### src/hdl/cu_pkg.sv
// --------------------
// Compute unit shared types
// Widths, bundles, control states and default sizing
// --------------------
package cu_pkg;

  // --------------------
  // Widths with a meaning
  // --------------------

  // Byte address into configuration memory
  typedef logic [31:0] addr_t;

  // One configuration word
  typedef logic [63:0] data_t;

  // Word count and word index
  typedef logic [15:0] count_t;

  // Byte stride between consecutive 64-bit words
  localparam int unsigned WORD_BYTES = 8;

  // --------------------
  // Bundles
  // --------------------

  // Host descriptor, base first
  typedef struct packed {
    addr_t  base;
    count_t count;
  } cu_descriptor_t;

  // ap_ctrl_chain inputs from the host
  typedef struct packed {
    logic ap_start;
    logic ap_continue;
  } ap_ctrl_in_t;

  // ap_ctrl_chain outputs to the host
  typedef struct packed {
    logic ap_ready;
    logic ap_done;
    logic ap_idle;
  } ap_ctrl_out_t;

  // Memory read request, room for more fields later
  typedef struct packed {
    addr_t addr;
  } mem_req_t;

  // Control FSM states
  typedef enum logic [1:0] {
    CTRL_IDLE = 2'd0,
    CTRL_RUN  = 2'd1,
    CTRL_DONE = 2'd2
  } ctrl_state_e;

  // Default sizing, FIFO must be at least as deep as the request limit
  localparam int unsigned OUTSTANDING_MAX_DEFAULT = 8;
  localparam int unsigned FIFO_DEPTH_DEFAULT      = 8;

endpackage : cu_pkg

### src/hdl/cu_kernel_control.sv
// --------------------
// ap_ctrl_chain FSM with descriptor capture
// Counts delivered words to decide when the run is done
// --------------------
`timescale 1ns/1ps

module cu_kernel_control (
  input  logic                   ap_clk,
  input  logic                   control_areset,
  input  cu_pkg::ap_ctrl_in_t    ap_ctrl_in,
  input  cu_pkg::cu_descriptor_t descriptor,
  input  logic                   word_pop,
  output cu_pkg::ap_ctrl_out_t   ap_ctrl_out,
  output logic                   run_start,
  output cu_pkg::cu_descriptor_t run_desc
);
  import cu_pkg::*;

  ctrl_state_e state;
  ctrl_state_e state_next;

  // Words already handed to the consumer in this run
  count_t pop_count;
  count_t pop_count_next;

  // Registered one-cycle ap_ready
  logic ready_pulse;

  // Start accepted only from idle
  logic start_seen;

  // Last word leaves this cycle, or nothing to deliver at all
  logic run_last;

  assign start_seen     = (state == CTRL_IDLE) && ap_ctrl_in.ap_start;
  assign pop_count_next = pop_count + count_t'(word_pop);
  assign run_last       = (pop_count_next == run_desc.count);

  // --------------------
  // Next state
  // --------------------
  always_comb begin
    state_next = state;
    case (state)
      CTRL_IDLE: begin
        if (start_seen) begin
          state_next = CTRL_RUN;
        end
      end
      CTRL_RUN: begin
        // Zero count falls through here on the ap_ready cycle
        if (run_last) begin
          state_next = CTRL_DONE;
        end
      end
      CTRL_DONE: begin
        // Host acknowledges, back to idle
        if (ap_ctrl_in.ap_continue) begin
          state_next = CTRL_IDLE;
        end
      end
      default: begin
        state_next = CTRL_IDLE;
      end
    endcase
  end

  // --------------------
  // State and pulses
  // --------------------
  always_ff @(posedge ap_clk) begin
    if (control_areset) begin
      state       <= CTRL_IDLE;
      ready_pulse <= 1'b0;
      run_start   <= 1'b0;
      pop_count   <= '0;
    end else begin
      state       <= state_next;
      ready_pulse <= start_seen;
      run_start   <= start_seen;
      if (start_seen) begin
        pop_count <= '0;
      end else if (state == CTRL_RUN) begin
        pop_count <= pop_count_next;
      end
    end
  end

  // Descriptor held for the whole run
  always_ff @(posedge ap_clk) begin
    if (start_seen) begin
      run_desc <= descriptor;
    end
  end

  // Idle and done come straight from the state
  assign ap_ctrl_out.ap_ready = ready_pulse;
  assign ap_ctrl_out.ap_done  = (state == CTRL_DONE);
  assign ap_ctrl_out.ap_idle  = (state == CTRL_IDLE);

endmodule : cu_kernel_control

### src/hdl/cu_kernel_top.sv
// --------------------
// Compute unit top, control and config read path
// --------------------
`timescale 1ns/1ps

module cu_kernel_top #(
  parameter int unsigned OUTSTANDING_MAX = cu_pkg::OUTSTANDING_MAX_DEFAULT,
  parameter int unsigned FIFO_DEPTH      = cu_pkg::FIFO_DEPTH_DEFAULT
) (
  input  logic                   ap_clk,
  input  logic                   control_areset,
  // Host control and descriptor
  input  cu_pkg::ap_ctrl_in_t    ap_ctrl_in,
  output cu_pkg::ap_ctrl_out_t   ap_ctrl_out,
  input  cu_pkg::cu_descriptor_t descriptor,
  // Memory read requests
  output logic                   mem_req_valid,
  input  logic                   mem_req_ready,
  output cu_pkg::mem_req_t       mem_req,
  // Memory read data, in order
  input  logic                   mem_resp_valid,
  input  cu_pkg::data_t          mem_resp_data,
  // Config word stream
  output logic                   cfg_valid,
  input  logic                   cfg_ready,
  output cu_pkg::data_t          cfg_data
);
  import cu_pkg::*;

  // Control to request walker
  logic           run_start;
  cu_descriptor_t run_desc;

  // Output transfer, shared by control and walker
  logic word_pop;

  // --------------------
  // Control FSM
  // --------------------
  cu_kernel_control u_control (
    .ap_clk        (ap_clk),
    .control_areset(control_areset),
    .ap_ctrl_in    (ap_ctrl_in),
    .descriptor    (descriptor),
    .word_pop      (word_pop),
    .ap_ctrl_out   (ap_ctrl_out),
    .run_start     (run_start),
    .run_desc      (run_desc)
  );

  // --------------------
  // Request walker
  // --------------------
  cu_setup_request #(
    .OUTSTANDING_MAX(OUTSTANDING_MAX)
  ) u_setup_request (
    .ap_clk        (ap_clk),
    .control_areset(control_areset),
    .run_start     (run_start),
    .run_desc      (run_desc),
    .mem_req_ready (mem_req_ready),
    .word_pop      (word_pop),
    .mem_req_valid (mem_req_valid),
    .mem_req       (mem_req)
  );

  // --------------------
  // Response buffer
  // --------------------
  cu_response_fifo #(
    .FIFO_DEPTH(FIFO_DEPTH)
  ) u_response_fifo (
    .ap_clk        (ap_clk),
    .control_areset(control_areset),
    .mem_resp_valid(mem_resp_valid),
    .mem_resp_data (mem_resp_data),
    .cfg_ready     (cfg_ready),
    .cfg_valid     (cfg_valid),
    .cfg_data      (cfg_data),
    .word_pop      (word_pop)
  );

endmodule : cu_kernel_top

### src/hdl/cu_response_fifo.sv
// --------------------
// Response FIFO
// Buffers read data and drains it to the config stream
// --------------------
`timescale 1ns/1ps

module cu_response_fifo #(
  parameter int unsigned FIFO_DEPTH = cu_pkg::FIFO_DEPTH_DEFAULT
) (
  input  logic          ap_clk,
  input  logic          control_areset,
  input  logic          mem_resp_valid,
  input  cu_pkg::data_t mem_resp_data,
  input  logic          cfg_ready,
  output logic          cfg_valid,
  output cu_pkg::data_t cfg_data,
  output logic          word_pop
);
  import cu_pkg::*;

  localparam int unsigned PTR_W = (FIFO_DEPTH > 1) ? $clog2(FIFO_DEPTH) : 1;
  localparam int unsigned OCC_W = $clog2(FIFO_DEPTH + 1);

  data_t mem [0:FIFO_DEPTH-1];

  logic [PTR_W-1:0] wr_ptr;
  logic [PTR_W-1:0] rd_ptr;
  logic [OCC_W-1:0] occupancy;

  // Wrap at the depth, depth need not be a power of two
  function automatic logic [PTR_W-1:0] ptr_inc(input logic [PTR_W-1:0] ptr);
    if (ptr == PTR_W'(FIFO_DEPTH - 1)) begin
      return '0;
    end
    return ptr + 1'b1;
  endfunction

  // Head word, valid one cycle after its write at the earliest
  assign cfg_valid = (occupancy != '0);
  assign cfg_data  = mem[rd_ptr];
  assign word_pop  = cfg_valid && cfg_ready;

  // --------------------
  // Storage
  // --------------------
  // No full check, the request limit keeps room for every response
  always_ff @(posedge ap_clk) begin
    if (mem_resp_valid) begin
      mem[wr_ptr] <= mem_resp_data;
    end
  end

  // --------------------
  // Pointers and occupancy
  // --------------------
  always_ff @(posedge ap_clk) begin
    if (control_areset) begin
      wr_ptr    <= '0;
      rd_ptr    <= '0;
      occupancy <= '0;
    end else begin
      if (mem_resp_valid) begin
        wr_ptr <= ptr_inc(wr_ptr);
      end
      if (word_pop) begin
        rd_ptr <= ptr_inc(rd_ptr);
      end
      case ({mem_resp_valid, word_pop})
        2'b10:   occupancy <= occupancy + 1'b1;
        2'b01:   occupancy <= occupancy - 1'b1;
        default: occupancy <= occupancy;
      endcase
    end
  end

endmodule : cu_response_fifo

### src/hdl/cu_setup_request.sv
// --------------------
// Setup reader request walker
// Issues one read per word under an in-flight limit
// --------------------
`timescale 1ns/1ps

module cu_setup_request #(
  parameter int unsigned OUTSTANDING_MAX = cu_pkg::OUTSTANDING_MAX_DEFAULT
) (
  input  logic                   ap_clk,
  input  logic                   control_areset,
  input  logic                   run_start,
  input  cu_pkg::cu_descriptor_t run_desc,
  input  logic                   mem_req_ready,
  input  logic                   word_pop,
  output logic                   mem_req_valid,
  output cu_pkg::mem_req_t       mem_req
);
  import cu_pkg::*;

  localparam int unsigned FLIGHT_W = $clog2(OUTSTANDING_MAX + 1);

  // Requests still to issue in this run
  count_t req_left;

  // Issued but not yet popped at the output
  logic [FLIGHT_W-1:0] in_flight;

  // Address of the request on the bus
  addr_t req_addr;

  logic req_fire;
  logic at_limit;

  assign at_limit = (in_flight == FLIGHT_W'(OUTSTANDING_MAX));

  // Counter only grows on a handshake, so valid never drops before it
  assign mem_req_valid = (req_left != '0) && !at_limit;
  assign req_fire      = mem_req_valid && mem_req_ready;

  // --------------------
  // Issue and in-flight counters
  // --------------------
  always_ff @(posedge ap_clk) begin
    if (control_areset) begin
      req_left  <= '0;
      in_flight <= '0;
    end else begin
      if (run_start) begin
        req_left <= run_desc.count;
      end else if (req_fire) begin
        req_left <= req_left - 1'b1;
      end

      // Up on request transfer, down on word leaving the unit
      case ({req_fire, word_pop})
        2'b10:   in_flight <= in_flight + 1'b1;
        2'b01:   in_flight <= in_flight - 1'b1;
        default: in_flight <= in_flight;
      endcase
    end
  end

  // Address walk, held while the bus stalls
  always_ff @(posedge ap_clk) begin
    if (run_start) begin
      req_addr <= run_desc.base;
    end else if (req_fire) begin
      req_addr <= req_addr + addr_t'(WORD_BYTES);
    end
  end

  always_comb begin
    mem_req      = '0;
    mem_req.addr = req_addr;
  end

endmodule : cu_setup_request
### config.mk
export PLATFORM = sky130hd
export DESIGN_NAME = cu_kernel_top
export DESIGN_NICKNAME = d
export VERILOG_FILES = /design/src/hdl/cu_pkg.sv /design/src/hdl/cu_kernel_control.sv /design/src/hdl/cu_kernel_top.sv /design/src/hdl/cu_response_fifo.sv /design/src/hdl/cu_setup_request.sv
export SDC_FILE = /design/constraint.sdc
export NUM_CORES = 1
export LEC_CHECK = 0
export BUFFER_PORTS_ARGS = -buffer_cell sky130_fd_sc_hd__buf_2
export CAP_MARGIN = 20
export CELL_PAD_IN_SITES_DETAIL_PLACEMENT = 0
export CELL_PAD_IN_SITES_GLOBAL_PLACEMENT = 1
export CORE_MARGIN = 10
export CORE_UTILIZATION = 46
export CTS_CLUSTER_DIAMETER = 80
export DETAILED_ROUTE_END_ITERATION = 12
export GPL_TIMING_DRIVEN = 0
export PLACE_DENSITY_LB_ADDON = 0.1
export SLEW_MARGIN = 20
export SYNTH_ARGS = -nofsm -noshare
export SYNTH_HDL_FRONTEND = slang
export SYNTH_HIERARCHICAL = 1
export SYNTH_SLANG_ARGS = --single-unit
### constraint.sdc
create_clock -name ap_clk -period 5.3 [get_ports ap_clk]
set_input_delay 0.53 -clock ap_clk [delete_from_list [all_inputs] [get_ports ap_clk]]
set_output_delay 0.53 -clock ap_clk [all_outputs]
set_load 0.03 [all_outputs]
Word-level counts from Yosys, hierarchy flattened --
Memories as Yosys holds them, arrays and structs flattened. A register that Yosys moved wholly into a read port is not among the register bits. Index checks and enable logic that the tools add are counted.
Word-level totals: bits in registers 129, RAM bits 512, input bits 119, output and inout bits 101, word-level logic and storage cells 71, memories 1
Memories:
- u_response_fifo.mem | depth 8, width 64, read ports 1, clocked after memory_dff 1, wr ports 1, line cu_response_fifo.sv:24 | data_t mem [0:FIFO_DEPTH-1];
Cells by class: $add $sub $neg 9, equal/unequal tests 13, mux-type cells 24, reductions and logical operators 13
Operators by type and width (count):
- $mux W32 | 2
- $add A32 B4 Y32 const B | 1
- $mux W16 | 2
- $mux W3 | 6
- $add A16 B1 Y16 | 1
- $eq A16 B16 Y1 | 1
- $pmux W4 S2 | 2
- $reduce_bool A16 Y1 | 1
- $sub A16 B1 Y16 const B | 1
- $add A4 B1 Y4 const B | 2
- $mux W1 | 8
- $sub A4 B1 Y4 const B | 2
- $add A3 B1 Y3 const B | 2
- $eq A2 B1 Y1 const B | 3
- $eq A2 B2 Y1 const B | 3
- $eq A3 B3 Y1 const B | 2
- $mux W2 | 3
- $pmux W2 S3 | 1
- $reduce_bool A2 Y1 | 3
- $eq A4 B4 Y1 const B | 1
- $logic_and A1 B1 Y1 | 4
- $ne A2 B1 Y1 const B | 2
- $reduce_bool A4 Y1 | 1
- $reduce_and A3 Y1 | 1
- 4 further kinds | 4

Depth between registers and ports, before layout --
word-level depth 7, mapped depth 14, mapped depth without buffers 13

By module --
Netlist, hierarchy kept.
By module, submodules not included:
- cu_response_fifo | times used 1, cells each 813, area each 19859.0 sq um, sequential area each 15635.0 sq um
- cu_setup_request | times used 1, cells each 328, area each 3069.2 sq um, sequential area each 1361.3 sq um
- cu_kernel_control | times used 1, cells each 217, area each 2793.9 sq um, sequential area each 1821.7 sq um

Least setup slack after synthesis --
No wires, ideal clock.
kind input to register, start in mem_resp_valid, end mem u_response_fifo/mem[0][0] (netlist name) (enable), setup time 0.565 ns, data arrival time 4.991 ns, data required time 4.735 ns, setup slack -0.256 ns, cell stages on the path 2, cell sequence nand2b_1 nor3_1
Between the ends: cells in the longest elaborated chain, start to end 2
RTL lines:
- start, declared | line cu_kernel_top.sv:21 | input logic mem_resp_valid,
- $mux W1 | line cu_response_fifo.sv:48 | if (mem_resp_valid) begin
- $mux W1 (not written as such) | line cu_response_fifo.sv:49 | mem[wr_ptr] <= mem_resp_data;
- end, declared | line cu_response_fifo.sv:24
Every way passes these cells.

==> summary.md <==
| Metric | Value |
|---|---|
| Outcome | finished, final reports clean |
| Post-synth top area share | 69.1% |
| Hold Slack | 111 ps |
| Worst slack, placed | 2130 ps |
| Post-synth EDFFs | 592 |
| Slew Limit Fails | 0 |
| Starting Density | 46.6% |
| PD cells | 438 nW/um^2 |
| Layout cells sized above 1 | 34.5% |
| CTS buffer count | 68 |
| VDD IR-drop max | 0.253 mV |
| Main synth FF type | edfxtp_1 |
| CTS tree | done |
| Post-CTS Setup Bufs | 0 |
| Cell-internal power | 9.65 mW |
| Total die area | 65800 sq um |
| Post-synthesis sequential area ratio | 73.2% |
| Switching power | 3.74 mW |
| Vias in the first global route | 14200 |
| DR iter-0 viols | 753 |
| DP Cell Count | 2358 |
| Number of max-cap violations | 0 |
| Gp weighted congestion | 0.790 |
| Final Hold Viols | 0 |
| DIE HEIGHT | 256 um |
| Root buffer cell | clkbuf_16 |
| Net count after synthesis | 1492 |
| Hold crit path type | in -> reg |
| Slew @ Worst Pin | 975 ps |
| Hold bufs inserted after CTS | 0 |
| Fillers | 4356 |
| Final critical-path required period | 3440 ps |
| Sink Count | 644 |
| Setup Skew | 25.1 ps |
| Most common cell in the netlist | edfxtp_1 |
| #FFs+latches synth | 644 |
| Min-delay src | descriptor[46] |
| Final TNS setup | 0 ps |
| First-pass GRT wire length | 86500 um |
| Worst rel slew slack | 35.0% |
| CTS Buffer Depth | 3 |
| Setup WS post-layout | 1860 ps |
| Combinational Power Share | 21.9% |
| Leakage | 10.1 nW |
| Initial antenna violation count | 12 |
| CP max FO | 10 |
| Post-synth top cells | edfxtp_1 (592), mux4_2 (128), mux2_2 (68) |
| Grt ovf | 0 |
| Fmax | 0.290 GHz |
| Final setup viols | 0 |
| Tcrit/Tclk final | 65.0% |
| Io pins | 220 |
| All-Layer GR Usage | 17.2% |
| Synth Instances | 1358 |
| Setup crit end kind | output port |
| Via count | 13300 |
| Mapped Area | 25700 sq um |
| Reg2reg start | u_setup_request/req_left[0] |
| Number of H-tree levels | 3 |
| Syn_area_per_cell | 18.9 sq um |
| Sequential cell area | 18800 sq um |
| # DRC | 0 |
| Clock share of power | 33.3% |
| CP required | 4770 ps |
| Final core utilization | 55.4% |
| CTS clk-pin slew, worst paths | 60 ps |
| Die width | 256 um |
| Critical path class | reg -> out |
| Worst-Skew Late Latency | 610 ps |
| Drt wl/cell | 22.7 um |
| Core Footprint | 55200 sq um |
| Unrepaired setup endpoints after global routing | false |
| Post-synth ARST share | 0% |
| Placed Area | 28500 sq um |
| Syn-to-layout area delta | 18.9% |
| Final std cells w/o fill | 2480 |
| DP HPWL | 38100 um |
| Startpoint types | flop |
| Remaining antenna violation count | 0 |
| Post-synth top area cell | edfxtp_1 |
| Resized cells post-CTS | 0 |
| Synth warnings | 6 |
| FP Rows | 86 |
| Flop pwr share | 44.9% |
| Final instance area | 30600 sq um |
| Synth top area cells | edfxtp_1 (69%), mux4_2 (11%), dfxtp_1 (4.0%) |
| Fin nets | 1814 |
| Power, Total | 13.4 mW |
| Sw Ratio | 27.9% |
| # port buffers | 219 |
| Pre-antenna DRT Iters | 5 |
| Largest net degree at the start of global routing | 36 |
| Total Wirelength | 56300 um |
| Multi-input logic area | 6540 sq um |
| CP arrival | 2910 ps |
| Vias per cell | 5.36 |
| Synth unique cells | 67 |
## final cells by class
type                       count  area share, %
sequential                   644           61.5
antenna                        3         0.0245
tap                          748           3.06
multi-input combinational    630           21.4
buffer                        62           1.15
timing repair buffer         252           5.82
clock inverter                25          0.683
clock buffer                  94           6.09
inverter                      22          0.270
## cells in the final DEF, fill, tap and decap left out, types with 6 or more instances in the layout
master,synthesis,routed
nor3_1,25,23
buf_6,12,13
nor2_1,52,46
inv_1,22,21
nand4_1,10,10
buf_8,0,10
and2_1,6,6
buf_16,0,11
o21ai_0,34,34
xor2_1,28,28
ha_1,14,14
nor2_4,0,6
clkbuf_16,0,70
dfxtp_1,52,52
nor4_1,15,15
a211oi_1,15,15
xnor2_1,51,51
clkbuf_1,27,49
clkinv_2,0,10
edfxtp_1,592,592
mux2_2,68,68
nand2b_1,7,7
a21oi_1,21,21
or3_1,7,7
nand3_1,19,19
buf_1,9,9
buf_12,0,11
nand2_1,62,61
mux4_2,128,128
buf_2,9,228
## power by group through the flow
stage               Combinational [mW]  Sequential, mW  Clock, mW
CTS                               3.01            6.01       4.59
floorplan                         2.03            6.20          0
global placement                  2.94            6.12          0
global route                      3.18            6.04       4.80
finish                            2.93            6.01       4.45
detailed placement                3.00            6.11          0
## worst paths after layout
path | endpoint | slack [ps] | cells after the start
max | cfg_data[56] | 1860 | 4
min | u_control/run_desc[46] | 110 | 1
max reg2reg | u_setup_request/in_flight[3] | 2100 | 14
min reg2reg | u_control/pop_count[0] | 490 | 2
## critical path, stage by stage (launching register included)
cell and delay, ps:
dfxtp_1 300, buf_1 720, clkbuf_1 680, mux2_2 440, buf_2 190
## flip-flops by register name, indices dropped and copies added, names as in the netlist, named ones only
signal / cells
u_control/run_desc: 48
u_control/pop_count: 16
u_control/ready_pulse: 1
u_setup_request/req_left: 16
u_response_fifo/rd_ptr: 3
u_response_fifo/wr_ptr: 3
u_control/state: 2
u_setup_request/mem_req: 32
u_setup_request/in_flight: 4
u_response_fifo/occupancy: 4
u_response_fifo/mem: 512
## routing by layer
layer  global-route usage, %  up-vias  part of all wire (%)
met3                    4.22       83                   6.2
met5                       0        -                  0.14
li1                        -     6081                     -
met4                    5.31       12                   1.9
met2                    29.2      334                    51
met1                    21.4     6794                    41
## cell families after synthesis
kind of cell | count (synthesis) | share of synthesized area [%]
adder cells (fa/ha/maj) | 15 | 0.759
XOR/XNOR | 79 | 2.69
AO/OA/AOI/OAI | 92 | 2.21
AND/OR/NAND/NOR | 244 | 5.15
buffers and inverters | 84 | 1.69
multiplexers | 200 | 14.3
flip-flops | 644 | 73.2
Note: power is estimated with default switching activity, not from simulation.
